### src/be_pkg.sv
// Back-end shared types
`default_nettype none

package be_pkg;

   typedef enum logic [3:0] {
      OP_NOP  = 4'h0,
      OP_ADD  = 4'h1,
      OP_SUB  = 4'h2,
      OP_AND  = 4'h3,
      OP_OR   = 4'h4,
      OP_XOR  = 4'h5,
      OP_SLL  = 4'h6,
      OP_SRL  = 4'h7,
      OP_ADDI = 4'h8,
      OP_LUI  = 4'h9,
      OP_LD   = 4'ha,
      OP_ST   = 4'hb,
      OP_BEQ  = 4'hc,
      OP_BNE  = 4'hd
   } be_opcode_e;

   // Register 0 reads as zero
   typedef logic [2:0]  be_reg_addr_t;
   typedef logic [31:0] be_pc_t;

   typedef struct packed {
      be_opcode_e   op;
      be_reg_addr_t rd;
      be_reg_addr_t rs1;
      be_reg_addr_t rs2;
      logic [2:0]   unused;
      logic [15:0]  imm;
   } be_instr_s;

   // Stage packets sized by the datapath width
   virtual class be_pkt_types #(parameter int DATA_WIDTH = 32);

      typedef struct packed {
         be_pc_t                pc;
         be_opcode_e            op;
         be_reg_addr_t          rd;
         logic [DATA_WIDTH-1:0] rs1_val;
         logic [DATA_WIDTH-1:0] rs2_val;
         logic [DATA_WIDTH-1:0] imm;
      } dispatch_pkt_s;

      typedef struct packed {
         be_pc_t                pc;
         be_opcode_e            op;
         be_reg_addr_t          rd;
         logic [DATA_WIDTH-1:0] result;
         logic [DATA_WIDTH-1:0] store_data;
         logic                  br_taken;
         be_pc_t                br_target;
      } exec_pkt_s;

   endclass

endpackage

`default_nettype wire

### src/be_ifs.sv
// Back-end stage interfaces
`default_nettype none

interface be_dispatch_if #(parameter int DATA_WIDTH = 32);
   import be_pkg::*;

   logic                                        v;
   logic                                        ready;
   be_pkt_types#(DATA_WIDTH)::dispatch_pkt_s    pkt;

   modport producer (output v, output pkt, input ready);
   modport consumer (input v, input pkt, output ready);
endinterface

interface be_exec_if #(parameter int DATA_WIDTH = 32);
   import be_pkg::*;

   logic                                        v;
   logic                                        ready;
   be_pkt_types#(DATA_WIDTH)::exec_pkt_s        pkt;

   modport producer (output v, output pkt, input ready);
   modport consumer (input v, input pkt, output ready);
endinterface

// Writeback and branch resolution back into decode
interface be_result_if #(parameter int DATA_WIDTH = 32);
   import be_pkg::*;

   logic                  wb_v;
   be_reg_addr_t          wb_rd;
   logic [DATA_WIDTH-1:0] wb_data;
   logic                  br_resolve;

   modport producer (
      output wb_v,
      output wb_rd,
      output wb_data,
      output br_resolve
   );

   modport consumer (
      input wb_v,
      input wb_rd,
      input wb_data,
      input br_resolve
   );
endinterface

`default_nettype wire

### src/be_decode.sv
// Decode and issue stage
`default_nettype none

module be_decode
 #(parameter int DATA_WIDTH = 32)
  (input  logic                clk_i
   , input  logic              rst_n_i

   , input  logic              fe_queue_v_i
   , input  be_pkg::be_pc_t    fe_queue_pc_i
   , input  be_pkg::be_instr_s fe_queue_instr_i
   , output logic              fe_queue_yumi_o

   , be_dispatch_if.producer   dispatch
   , be_result_if.consumer     result
   );

   import be_pkg::*;

   typedef be_pkt_types#(DATA_WIDTH)::dispatch_pkt_s dispatch_pkt_t;

   logic [DATA_WIDTH-1:0] rf_q [8];
   logic [7:0]            busy_q;
   logic                  br_pending_q;

   // Issue slot holding the entry taken from the queue
   logic                  issue_v_q;
   be_pc_t                issue_pc_q;
   be_instr_s             issue_instr_q;

   be_opcode_e            op;
   be_reg_addr_t          rd;
   logic                  is_branch;
   logic                  hazard;
   logic                  issue_go;
   dispatch_pkt_t         pkt_n;

   always_comb begin
      case (issue_instr_q.op)
         OP_NOP, OP_ADD, OP_SUB, OP_AND, OP_OR, OP_XOR, OP_SLL, OP_SRL,
         OP_ADDI, OP_LUI, OP_LD, OP_ST, OP_BEQ, OP_BNE:
            op = issue_instr_q.op;
         default:
            op = OP_NOP;
      endcase
   end

   // Only register writers keep their destination
   always_comb begin
      case (op)
         OP_ADD, OP_SUB, OP_AND, OP_OR, OP_XOR, OP_SLL, OP_SRL,
         OP_ADDI, OP_LUI, OP_LD:
            rd = issue_instr_q.rd;
         default:
            rd = '0;
      endcase
   end

   assign is_branch = (op == OP_BEQ) || (op == OP_BNE);

   assign hazard = br_pending_q
                 | busy_q[issue_instr_q.rs1]
                 | busy_q[issue_instr_q.rs2]
                 | busy_q[rd];

   assign issue_go = issue_v_q && !hazard && (!dispatch.v || dispatch.ready);

   // Nothing enters behind a branch until it resolves
   assign fe_queue_yumi_o = fe_queue_v_i && !br_pending_q
                         && !(issue_v_q && is_branch)
                         && (!issue_v_q || issue_go);

   always_comb begin
      pkt_n.pc      = issue_pc_q;
      pkt_n.op      = op;
      pkt_n.rd      = rd;
      pkt_n.rs1_val = rf_q[issue_instr_q.rs1];
      pkt_n.rs2_val = rf_q[issue_instr_q.rs2];
      pkt_n.imm     = DATA_WIDTH'($signed(issue_instr_q.imm));
   end

   always_ff @(posedge clk_i or negedge rst_n_i) begin
      if (!rst_n_i) begin
         issue_v_q    <= 1'b0;
         dispatch.v   <= 1'b0;
         busy_q       <= '0;
         br_pending_q <= 1'b0;
         for (int i = 0; i < 8; i++)
            rf_q[i] <= '0;
      end else begin
         if (fe_queue_yumi_o)
            issue_v_q <= 1'b1;
         else if (issue_go)
            issue_v_q <= 1'b0;

         if (issue_go)
            dispatch.v <= 1'b1;
         else if (dispatch.ready)
            dispatch.v <= 1'b0;

         if (result.wb_v)
            busy_q[result.wb_rd] <= 1'b0;
         if (issue_go && rd != '0)
            busy_q[rd] <= 1'b1;

         if (issue_go && is_branch)
            br_pending_q <= 1'b1;
         else if (result.br_resolve)
            br_pending_q <= 1'b0;

         if (result.wb_v && result.wb_rd != '0)
            rf_q[result.wb_rd] <= result.wb_data;
      end
   end

   always_ff @(posedge clk_i) begin
      if (fe_queue_yumi_o) begin
         issue_pc_q    <= fe_queue_pc_i;
         issue_instr_q <= fe_queue_instr_i;
      end
      if (issue_go)
         dispatch.pkt <= pkt_n;
   end

   // An offer not taken stays until yumi or a redirect
   a_offer_hold: assert property (@(posedge clk_i) disable iff (!rst_n_i)
      fe_queue_v_i && !fe_queue_yumi_o && !result.br_resolve
      |=> fe_queue_v_i && $stable(fe_queue_pc_i));

   // A writeback always retires a register marked busy at dispatch
   a_wb_busy: assert property (@(posedge clk_i) disable iff (!rst_n_i)
      result.wb_v |-> busy_q[result.wb_rd]);

endmodule

`default_nettype wire

### src/be_execute.sv
// Execute stage
`default_nettype none

module be_execute
 #(parameter int DATA_WIDTH = 32)
  (input  logic              clk_i
   , input  logic            rst_n_i

   , be_dispatch_if.consumer dispatch
   , be_exec_if.producer     exec
   );

   import be_pkg::*;

   typedef be_pkt_types#(DATA_WIDTH)::exec_pkt_s exec_pkt_t;

   logic [DATA_WIDTH-1:0] a;
   logic [DATA_WIDTH-1:0] b;
   logic [DATA_WIDTH-1:0] imm;
   logic                  accept;
   exec_pkt_t             pkt_n;

   assign a   = dispatch.pkt.rs1_val;
   assign b   = dispatch.pkt.rs2_val;
   assign imm = dispatch.pkt.imm;

   assign dispatch.ready = !exec.v || exec.ready;
   assign accept         = dispatch.v && dispatch.ready;

   always_comb begin
      pkt_n.pc         = dispatch.pkt.pc;
      pkt_n.op         = dispatch.pkt.op;
      pkt_n.rd         = dispatch.pkt.rd;
      pkt_n.store_data = b;
      pkt_n.br_taken   = 1'b0;
      // Branch offset counts instructions
      pkt_n.br_target  = dispatch.pkt.pc + {imm[29:0], 2'b00};
      pkt_n.result     = '0;

      case (dispatch.pkt.op)
         OP_ADD:
            pkt_n.result = a + b;
         OP_SUB:
            pkt_n.result = a - b;
         OP_AND:
            pkt_n.result = a & b;
         OP_OR:
            pkt_n.result = a | b;
         OP_XOR:
            pkt_n.result = a ^ b;
         OP_SLL:
            pkt_n.result = a << b[4:0];
         OP_SRL:
            pkt_n.result = a >> b[4:0];
         OP_LUI:
            pkt_n.result = imm << 16;
         OP_ADDI, OP_LD, OP_ST:
            pkt_n.result = a + imm;
         OP_BEQ, OP_BNE: begin
            pkt_n.result   = DATA_WIDTH'(dispatch.pkt.pc + 32'd4);
            pkt_n.br_taken = (dispatch.pkt.op == OP_BEQ) == (a == b);
         end
         default: begin
            pkt_n.result = '0;
         end
      endcase
   end

   always_ff @(posedge clk_i or negedge rst_n_i) begin
      if (!rst_n_i) begin
         exec.v <= 1'b0;
      end else begin
         if (accept)
            exec.v <= 1'b1;
         else if (exec.ready)
            exec.v <= 1'b0;
      end
   end

   always_ff @(posedge clk_i) begin
      if (accept)
         exec.pkt <= pkt_n;
   end

   a_hold_stalled: assert property (@(posedge clk_i) disable iff (!rst_n_i)
      exec.v && !exec.ready |=> exec.v && $stable(exec.pkt));

endmodule

`default_nettype wire

### src/be_result.sv
// Result stage with data scratchpad
`default_nettype none

module be_result
 #(parameter int DATA_WIDTH = 32
   , parameter int DMEM_WORDS = 16)
  (input  logic                     clk_i
   , input  logic                   rst_n_i

   , be_exec_if.consumer            exec
   , be_result_if.producer          result

   , output logic                   fe_cmd_v_o
   , output be_pkg::be_pc_t         fe_cmd_pc_o
   , input  logic                   fe_cmd_ready_i

   , output logic                   commit_v_o
   , output be_pkg::be_pc_t         commit_pc_o
   , output be_pkg::be_reg_addr_t   commit_rd_o
   , output logic [DATA_WIDTH-1:0]  commit_data_o
   );

   import be_pkg::*;

   localparam int AW = $clog2(DMEM_WORDS);

   logic [DATA_WIDTH-1:0] dmem_q [DMEM_WORDS];
   logic [AW-1:0]         dmem_idx;
   logic [DATA_WIDTH-1:0] data_n;
   logic                  accept;
   logic                  taken;
   logic                  is_branch;
   logic                  redirect_done;
   logic                  br_nt_q;
   be_pc_t                br_pc_q;

   // Hold the pipe while a redirect waits
   assign exec.ready = !fe_cmd_v_o;

   assign accept        = exec.v && exec.ready;
   assign taken         = exec.pkt.br_taken;
   assign is_branch     = (exec.pkt.op == OP_BEQ) || (exec.pkt.op == OP_BNE);
   assign redirect_done = fe_cmd_v_o && fe_cmd_ready_i;

   // Word address wraps around the scratchpad
   assign dmem_idx = exec.pkt.result[2 +: AW];

   always_comb begin
      case (exec.pkt.op)
         OP_LD:
            data_n = dmem_q[dmem_idx];
         OP_ST:
            data_n = exec.pkt.store_data;
         default:
            data_n = exec.pkt.result;
      endcase
   end

   always_ff @(posedge clk_i or negedge rst_n_i) begin
      if (!rst_n_i) begin
         commit_v_o <= 1'b0;
         br_nt_q    <= 1'b0;
         fe_cmd_v_o <= 1'b0;
         for (int i = 0; i < DMEM_WORDS; i++)
            dmem_q[i] <= '0;
      end else begin
         commit_v_o <= (accept && !taken) || redirect_done;
         br_nt_q    <= accept && !taken && is_branch;

         if (accept && taken)
            fe_cmd_v_o <= 1'b1;
         else if (redirect_done)
            fe_cmd_v_o <= 1'b0;

         if (accept && exec.pkt.op == OP_ST)
            dmem_q[dmem_idx] <= exec.pkt.store_data;
      end
   end

   always_ff @(posedge clk_i) begin
      if (accept && taken) begin
         fe_cmd_pc_o <= exec.pkt.br_target;
         br_pc_q     <= exec.pkt.pc;
      end

      if (accept && !taken) begin
         commit_pc_o   <= exec.pkt.pc;
         commit_rd_o   <= exec.pkt.rd;
         commit_data_o <= data_n;
      end else if (redirect_done) begin
         // Taken branch retires with its target as next pc
         commit_pc_o   <= br_pc_q;
         commit_rd_o   <= '0;
         commit_data_o <= DATA_WIDTH'(fe_cmd_pc_o);
      end
   end

   assign result.wb_v       = commit_v_o && (commit_rd_o != '0);
   assign result.wb_rd      = commit_rd_o;
   assign result.wb_data    = commit_data_o;
   assign result.br_resolve = br_nt_q || redirect_done;

   a_redirect_hold: assert property (@(posedge clk_i) disable iff (!rst_n_i)
      fe_cmd_v_o && !fe_cmd_ready_i |=> fe_cmd_v_o && $stable(fe_cmd_pc_o));

endmodule

`default_nettype wire

### src/be_top.sv
// Processor back-end top
`default_nettype none

module be_top
 #(parameter int DATA_WIDTH = 32
   , parameter int DMEM_WORDS = 16)
  (input  logic                     clk_i
   , input  logic                   rst_n_i

   // Front-end queue
   , input  logic                   fe_queue_v_i
   , input  be_pkg::be_pc_t         fe_queue_pc_i
   , input  be_pkg::be_instr_s      fe_queue_instr_i
   , output logic                   fe_queue_yumi_o

   // Redirect command
   , output logic                   fe_cmd_v_o
   , output be_pkg::be_pc_t         fe_cmd_pc_o
   , input  logic                   fe_cmd_ready_i

   // Retired instructions
   , output logic                   commit_v_o
   , output be_pkg::be_pc_t         commit_pc_o
   , output be_pkg::be_reg_addr_t   commit_rd_o
   , output logic [DATA_WIDTH-1:0]  commit_data_o
   );

   be_dispatch_if #(.DATA_WIDTH(DATA_WIDTH)) dispatch_if ();
   be_exec_if     #(.DATA_WIDTH(DATA_WIDTH)) exec_if ();
   be_result_if   #(.DATA_WIDTH(DATA_WIDTH)) result_if ();

   be_decode
    #(.DATA_WIDTH(DATA_WIDTH))
    decode_inst
     (.clk_i(clk_i)
      ,.rst_n_i(rst_n_i)
      ,.fe_queue_v_i(fe_queue_v_i)
      ,.fe_queue_pc_i(fe_queue_pc_i)
      ,.fe_queue_instr_i(fe_queue_instr_i)
      ,.fe_queue_yumi_o(fe_queue_yumi_o)
      ,.dispatch(dispatch_if)
      ,.result(result_if)
      );

   be_execute
    #(.DATA_WIDTH(DATA_WIDTH))
    execute_inst
     (.clk_i(clk_i)
      ,.rst_n_i(rst_n_i)
      ,.dispatch(dispatch_if)
      ,.exec(exec_if)
      );

   be_result
    #(.DATA_WIDTH(DATA_WIDTH)
      ,.DMEM_WORDS(DMEM_WORDS))
    result_inst
     (.clk_i(clk_i)
      ,.rst_n_i(rst_n_i)
      ,.exec(exec_if)
      ,.result(result_if)
      ,.fe_cmd_v_o(fe_cmd_v_o)
      ,.fe_cmd_pc_o(fe_cmd_pc_o)
      ,.fe_cmd_ready_i(fe_cmd_ready_i)
      ,.commit_v_o(commit_v_o)
      ,.commit_pc_o(commit_pc_o)
      ,.commit_rd_o(commit_rd_o)
      ,.commit_data_o(commit_data_o)
      );

endmodule

`default_nettype wire
### config.mk
export PLATFORM = sky130hd
export DESIGN_NAME = be_top
export DESIGN_NICKNAME = d
export VERILOG_FILES = /design/src/be_pkg.sv /design/src/be_ifs.sv /design/src/be_decode.sv /design/src/be_execute.sv /design/src/be_result.sv /design/src/be_top.sv
export SDC_FILE = /design/constraint.sdc
export NUM_CORES = 2
export LEC_CHECK = 0
export ABC_AREA = 0
export BUFFER_PORTS_ARGS = -buffer_cell sky130_fd_sc_hd__clkbuf_2
export CAP_MARGIN = 40
export CORE_ASPECT_RATIO = 2
export CORE_MARGIN = 5
export CORE_UTILIZATION = 25
export CTS_BUF_LIST = sky130_fd_sc_hd__clkbuf_8
export DETAILED_ROUTE_END_ITERATION = 6
export PLACE_DENSITY_LB_ADDON = 0.05
export SLEW_MARGIN = 25
export SYNTH_ARGS = -nofsm -noshare
export SYNTH_HDL_FRONTEND = slang
export SYNTH_HIERARCHICAL = 1
export SYNTH_SLANG_ARGS = --single-unit
### constraint.sdc
create_clock -name clk_i -period 6.3 [get_ports clk_i]
set_input_delay 0.63 -clock clk_i [delete_from_list [all_inputs] [get_ports clk_i]]
set_output_delay 0.63 -clock clk_i [all_outputs]
set_load 0.02 [all_outputs]
==> impl_metrics.toml <==
[worst_setup_path]
crit_path_start_kind = "flop"
crit_arrival_ns = 5.71
critPathCaptureType = "flop"
cpPeakStageDelay_ns = 0.61
rr_worst_depth = 14
critical_path_class = "reg2reg"
crit_chain = "nand2b_1 -> nand2_2 -> buf_4 -> mux2_2 -> ha_1 -> o21ai_0 -> nand2b_1 -> a21oi_1 -> a2111oi_2 -> a21oi_1 -> o21ai_2 -> a41oi_1 -> xor2_1 -> o221ai_1"
required_ns = 6.96
r2r-start = "decode_inst/dispatch.pkt[100]"
r2r_slack_ns = 1.25
critPathMaxFanout = 23
cp.buffers_inverters = 1
cp_top_family = "compound AO/OA/AOI/OAI gates"
critPathSlowestCell = "a2111oi_2"
rr_endpoint = "execute_inst/exec.pkt[93]"

[floorplan]
die_h_um = 723
io_pins = 170
die_w_um = 367
core-area_um2 = 254000
die_area_um2 = 265000
rows = 262
start_util_pct = 25.0

[clock_tree]
htree_num_levels = 4
cts_root_buf = "clkbuf_8"
hold_buffers = 64
clock_latency_ns = 0.97
cts_tree = "done"
clockBufferDepth = 4
cts_setup_buffers = 0
clock_sinks = 1228
postCtsResizedCells = 0
cts_inserted_buffers = 206
clkTransAtPathRegs_ns = 0.07

[logic_synthesis]
async_flop_share_pct = 63.8
syn_nets = 4792
synthesis.area_um2 = 63600
syn_inst = 4561
ys_seq_area_share_pct = 51.8
synth_cell_types = 97
avgSynthCellArea_um2 = 13.9
yosys_warnings = 6
synth_edf_count = 445
ys.flop_type = "dfrtp_1"
synth-seq-cells = 1228

[timing]
setup_tns_ns = 0
slew_headroom_pct = 32.9
skew_ns = 0.0885
finalMaxSlewViolations = 0
fmax_mhz = 198
rsz0062_at_grt = "false"
fin_crit_ns = 5.05
hold_viol = 0
finalSetupViolCount = 0
worst_slew_pin_slew_ns = 1.01
fin_ws_ns = 1.25
period_share_pct = 80.2

[power]
p_sw_share_pct = 45.1
leakage_nw = 30.6
seqPwrFrac_pct = 34.9
clockPowerShare_pct = 17.3
ir_worst_vdd_uv = 299
switchingPower_mw = 18.8
combinationalPowerShare_pct = 47.8
internal_power_mw = 22.9
power_mw = 41.7
power_density_nw_per_um2 = 571

[routing]
vias = 40500
drt-initial-drc-count = 1846
routed_wl_um = 262000
ant_nets = 0
dr.pass1.iters = 6
drc = 0
via_per_inst = 4.91
avgRoutedWirePerCell_um = 31.7

[placement]
place.detailed.hpwl_um = 189000
port_buffers = 166
place_ws_ns = 1.23
post_dp_cell_area_um2 = 68400
place_congestion = 1.00

[finish]
synthToLayoutAreaGrowth_pct = 15.0
drive_gt1_share_pct = 37.0
nNetsFinal = 5021
final_area_um2 = 73100

[global_route]
grt_max_degree = 161
grt_use_total_pct = 19.4
grt_pass1_vias = 44400
grt_overflow = 0
grt_pass1_wl_um = 364000
antenna_found_initial = 10

[outcome]
status = "finished, final reports clean"

[hold_path]
hold_class = "in2async"

[job]
maxCapViolCount = 0
## per-stage QoR
step	hold slack (ns)	std cells	utilization, %
after floorplan	0.334	4561	-
after global placement	0.376	7789	26.8
after detailed placement	0.383	7815	26.9
after CTS	0.249	8249	28.8
after global routing	0.296	8255	28.8
final	0.285	8257	28.8
## power by group through the flow
stage	clock, mW	combinational, mW	sequential [mW]
after floorplan	0	12.5	13.2
after global placement	0	19.8	14.8
after detailed placement	0	20.0	14.8
after CTS	7.67	20.1	14.6
after global routing	7.90	21.1	14.9
final	7.22	19.9	14.6
## cell usage after synthesis, drive strengths merged (31+ instances only)
library cell	number	share of area, %
nor3	60	0.53
mux4	307	11
nand3	99	0.78
a21oi	134	1.1
a21o	31	0.37
mux2	867	15
ha	160	3.1
buf	216	2.1
xnor2	68	0.94
mux2i	117	1.8
nor2	229	1.4
edfxtp	445	21
nand2	138	0.82
o32a	32	0.50
o21ai	126	1.0
xor2	37	0.51
inv	128	0.76
o221ai	36	0.50
dfrtp	783	31
clkbuf	178	1.1
## sequential cells by signal (all words and copies together), names as in the netlist, 32 cells and up
register	flops
result_inst/commit_data_o	32
decode_inst/dispatch.pkt	119
result_inst/commit_pc_o	32
decode_inst/issue_pc_q	32
result_inst/br_pc_q	32
result_inst/dmem_q	512
execute_inst/exec.pkt	134
result_inst/fe_cmd_pc_o	32
decode_inst/rf_q	256
## cell usage in the layout, fill, tap and decap left out, types with 14 or more instances in the layout
cell type        n
inv_1          206
buf_4          149
edfxtp_1       445
dlygate4sd3_1   64
a211oi_1        28
buf_12          15
o21bai_1        20
o221ai_1        36
nor2b_1         18
a21oi_1        131
xor2_1          37
mux2_1          36
nor3_1          49
a31oi_1         14
xnor2_1         68
nand3_1         99
clkinv_2        25
mux2_2         831
dfrtp_1        783
and3_1          14
nor2_1         219
ha_1           160
o32a_1          32
nand2_1        136
clkbuf_8       242
o21ai_0        118
nand4_1         18
a22oi_1         20
o211ai_1        15
a221oi_1        15
a21o_1          30
clkinv_1        14
or3_1           15
nand2b_1        26
mux2i_1        117
mux4_2         307
clkbuf_2       165
## layer usage
| metal | routed length [um] | track usage (%) | vias to the layer above |
|---|---|---|---|
| li1 | - | - | 17700 |
| met1 | 93600 | 20.2 | 21500 |
| met2 | 141000 | 37.0 | 861 |
| met3 | 7160 | 2.19 | 485 |
| met4 | 19700 | 12.0 | 0 |
| met5 | 0 | 0 | - |
## layout make-up
| type | count | area [um^2] |
|---|---|---|
| Tap cell | 3300 | 4130 |
| Timing Repair Buffer | 415 | 3220 |
| Clock inverter | 128 | 669 |
| Inverter | 129 | 489 |
| Multi-Input combinational cell | 2810 | 28300 |
| Sequential cell | 1228 | 33000 |
| Fill cell | 25700 | 181000 |
| Clock buffer | 242 | 3330 |
| Antenna cell | 5 | 12.5 |
## kinds of logic after synthesis
kind of cell | after synthesis | share of synthesized area [%]
AND/OR/NAND/NOR | 679 | 5.17
adder cells (fa/ha/maj) | 163 | 3.24
flip-flops | 1228 | 51.8
multiplexers | 1291 | 28.1
XOR/XNOR | 105 | 1.45
buffers and inverters | 523 | 3.91
AO/OA/AOI/OAI | 572 | 6.32
## worst max path at each step
stage / depth (start not counted) / endpoint / slack, ns / startpoint
after floorplan: 6 / fe_queue_yumi_o / 1.07 / decode_inst/issue_instr_q[22]
after global placement: 14 / execute_inst/exec.pkt[93] / 1.19 / decode_inst/dispatch.pkt[100]
after detailed placement: 14 / execute_inst/exec.pkt[93] / 1.23 / decode_inst/dispatch.pkt[100]
after CTS: 14 / execute_inst/exec.pkt[93] / 1.20 / decode_inst/dispatch.pkt[100]
after global routing: 14 / execute_inst/exec.pkt[93] / 1.15 / decode_inst/dispatch.pkt[100]
final: 14 / execute_inst/exec.pkt[93] / 1.25 / decode_inst/dispatch.pkt[100]
Power figures use the tool's default switching activity.
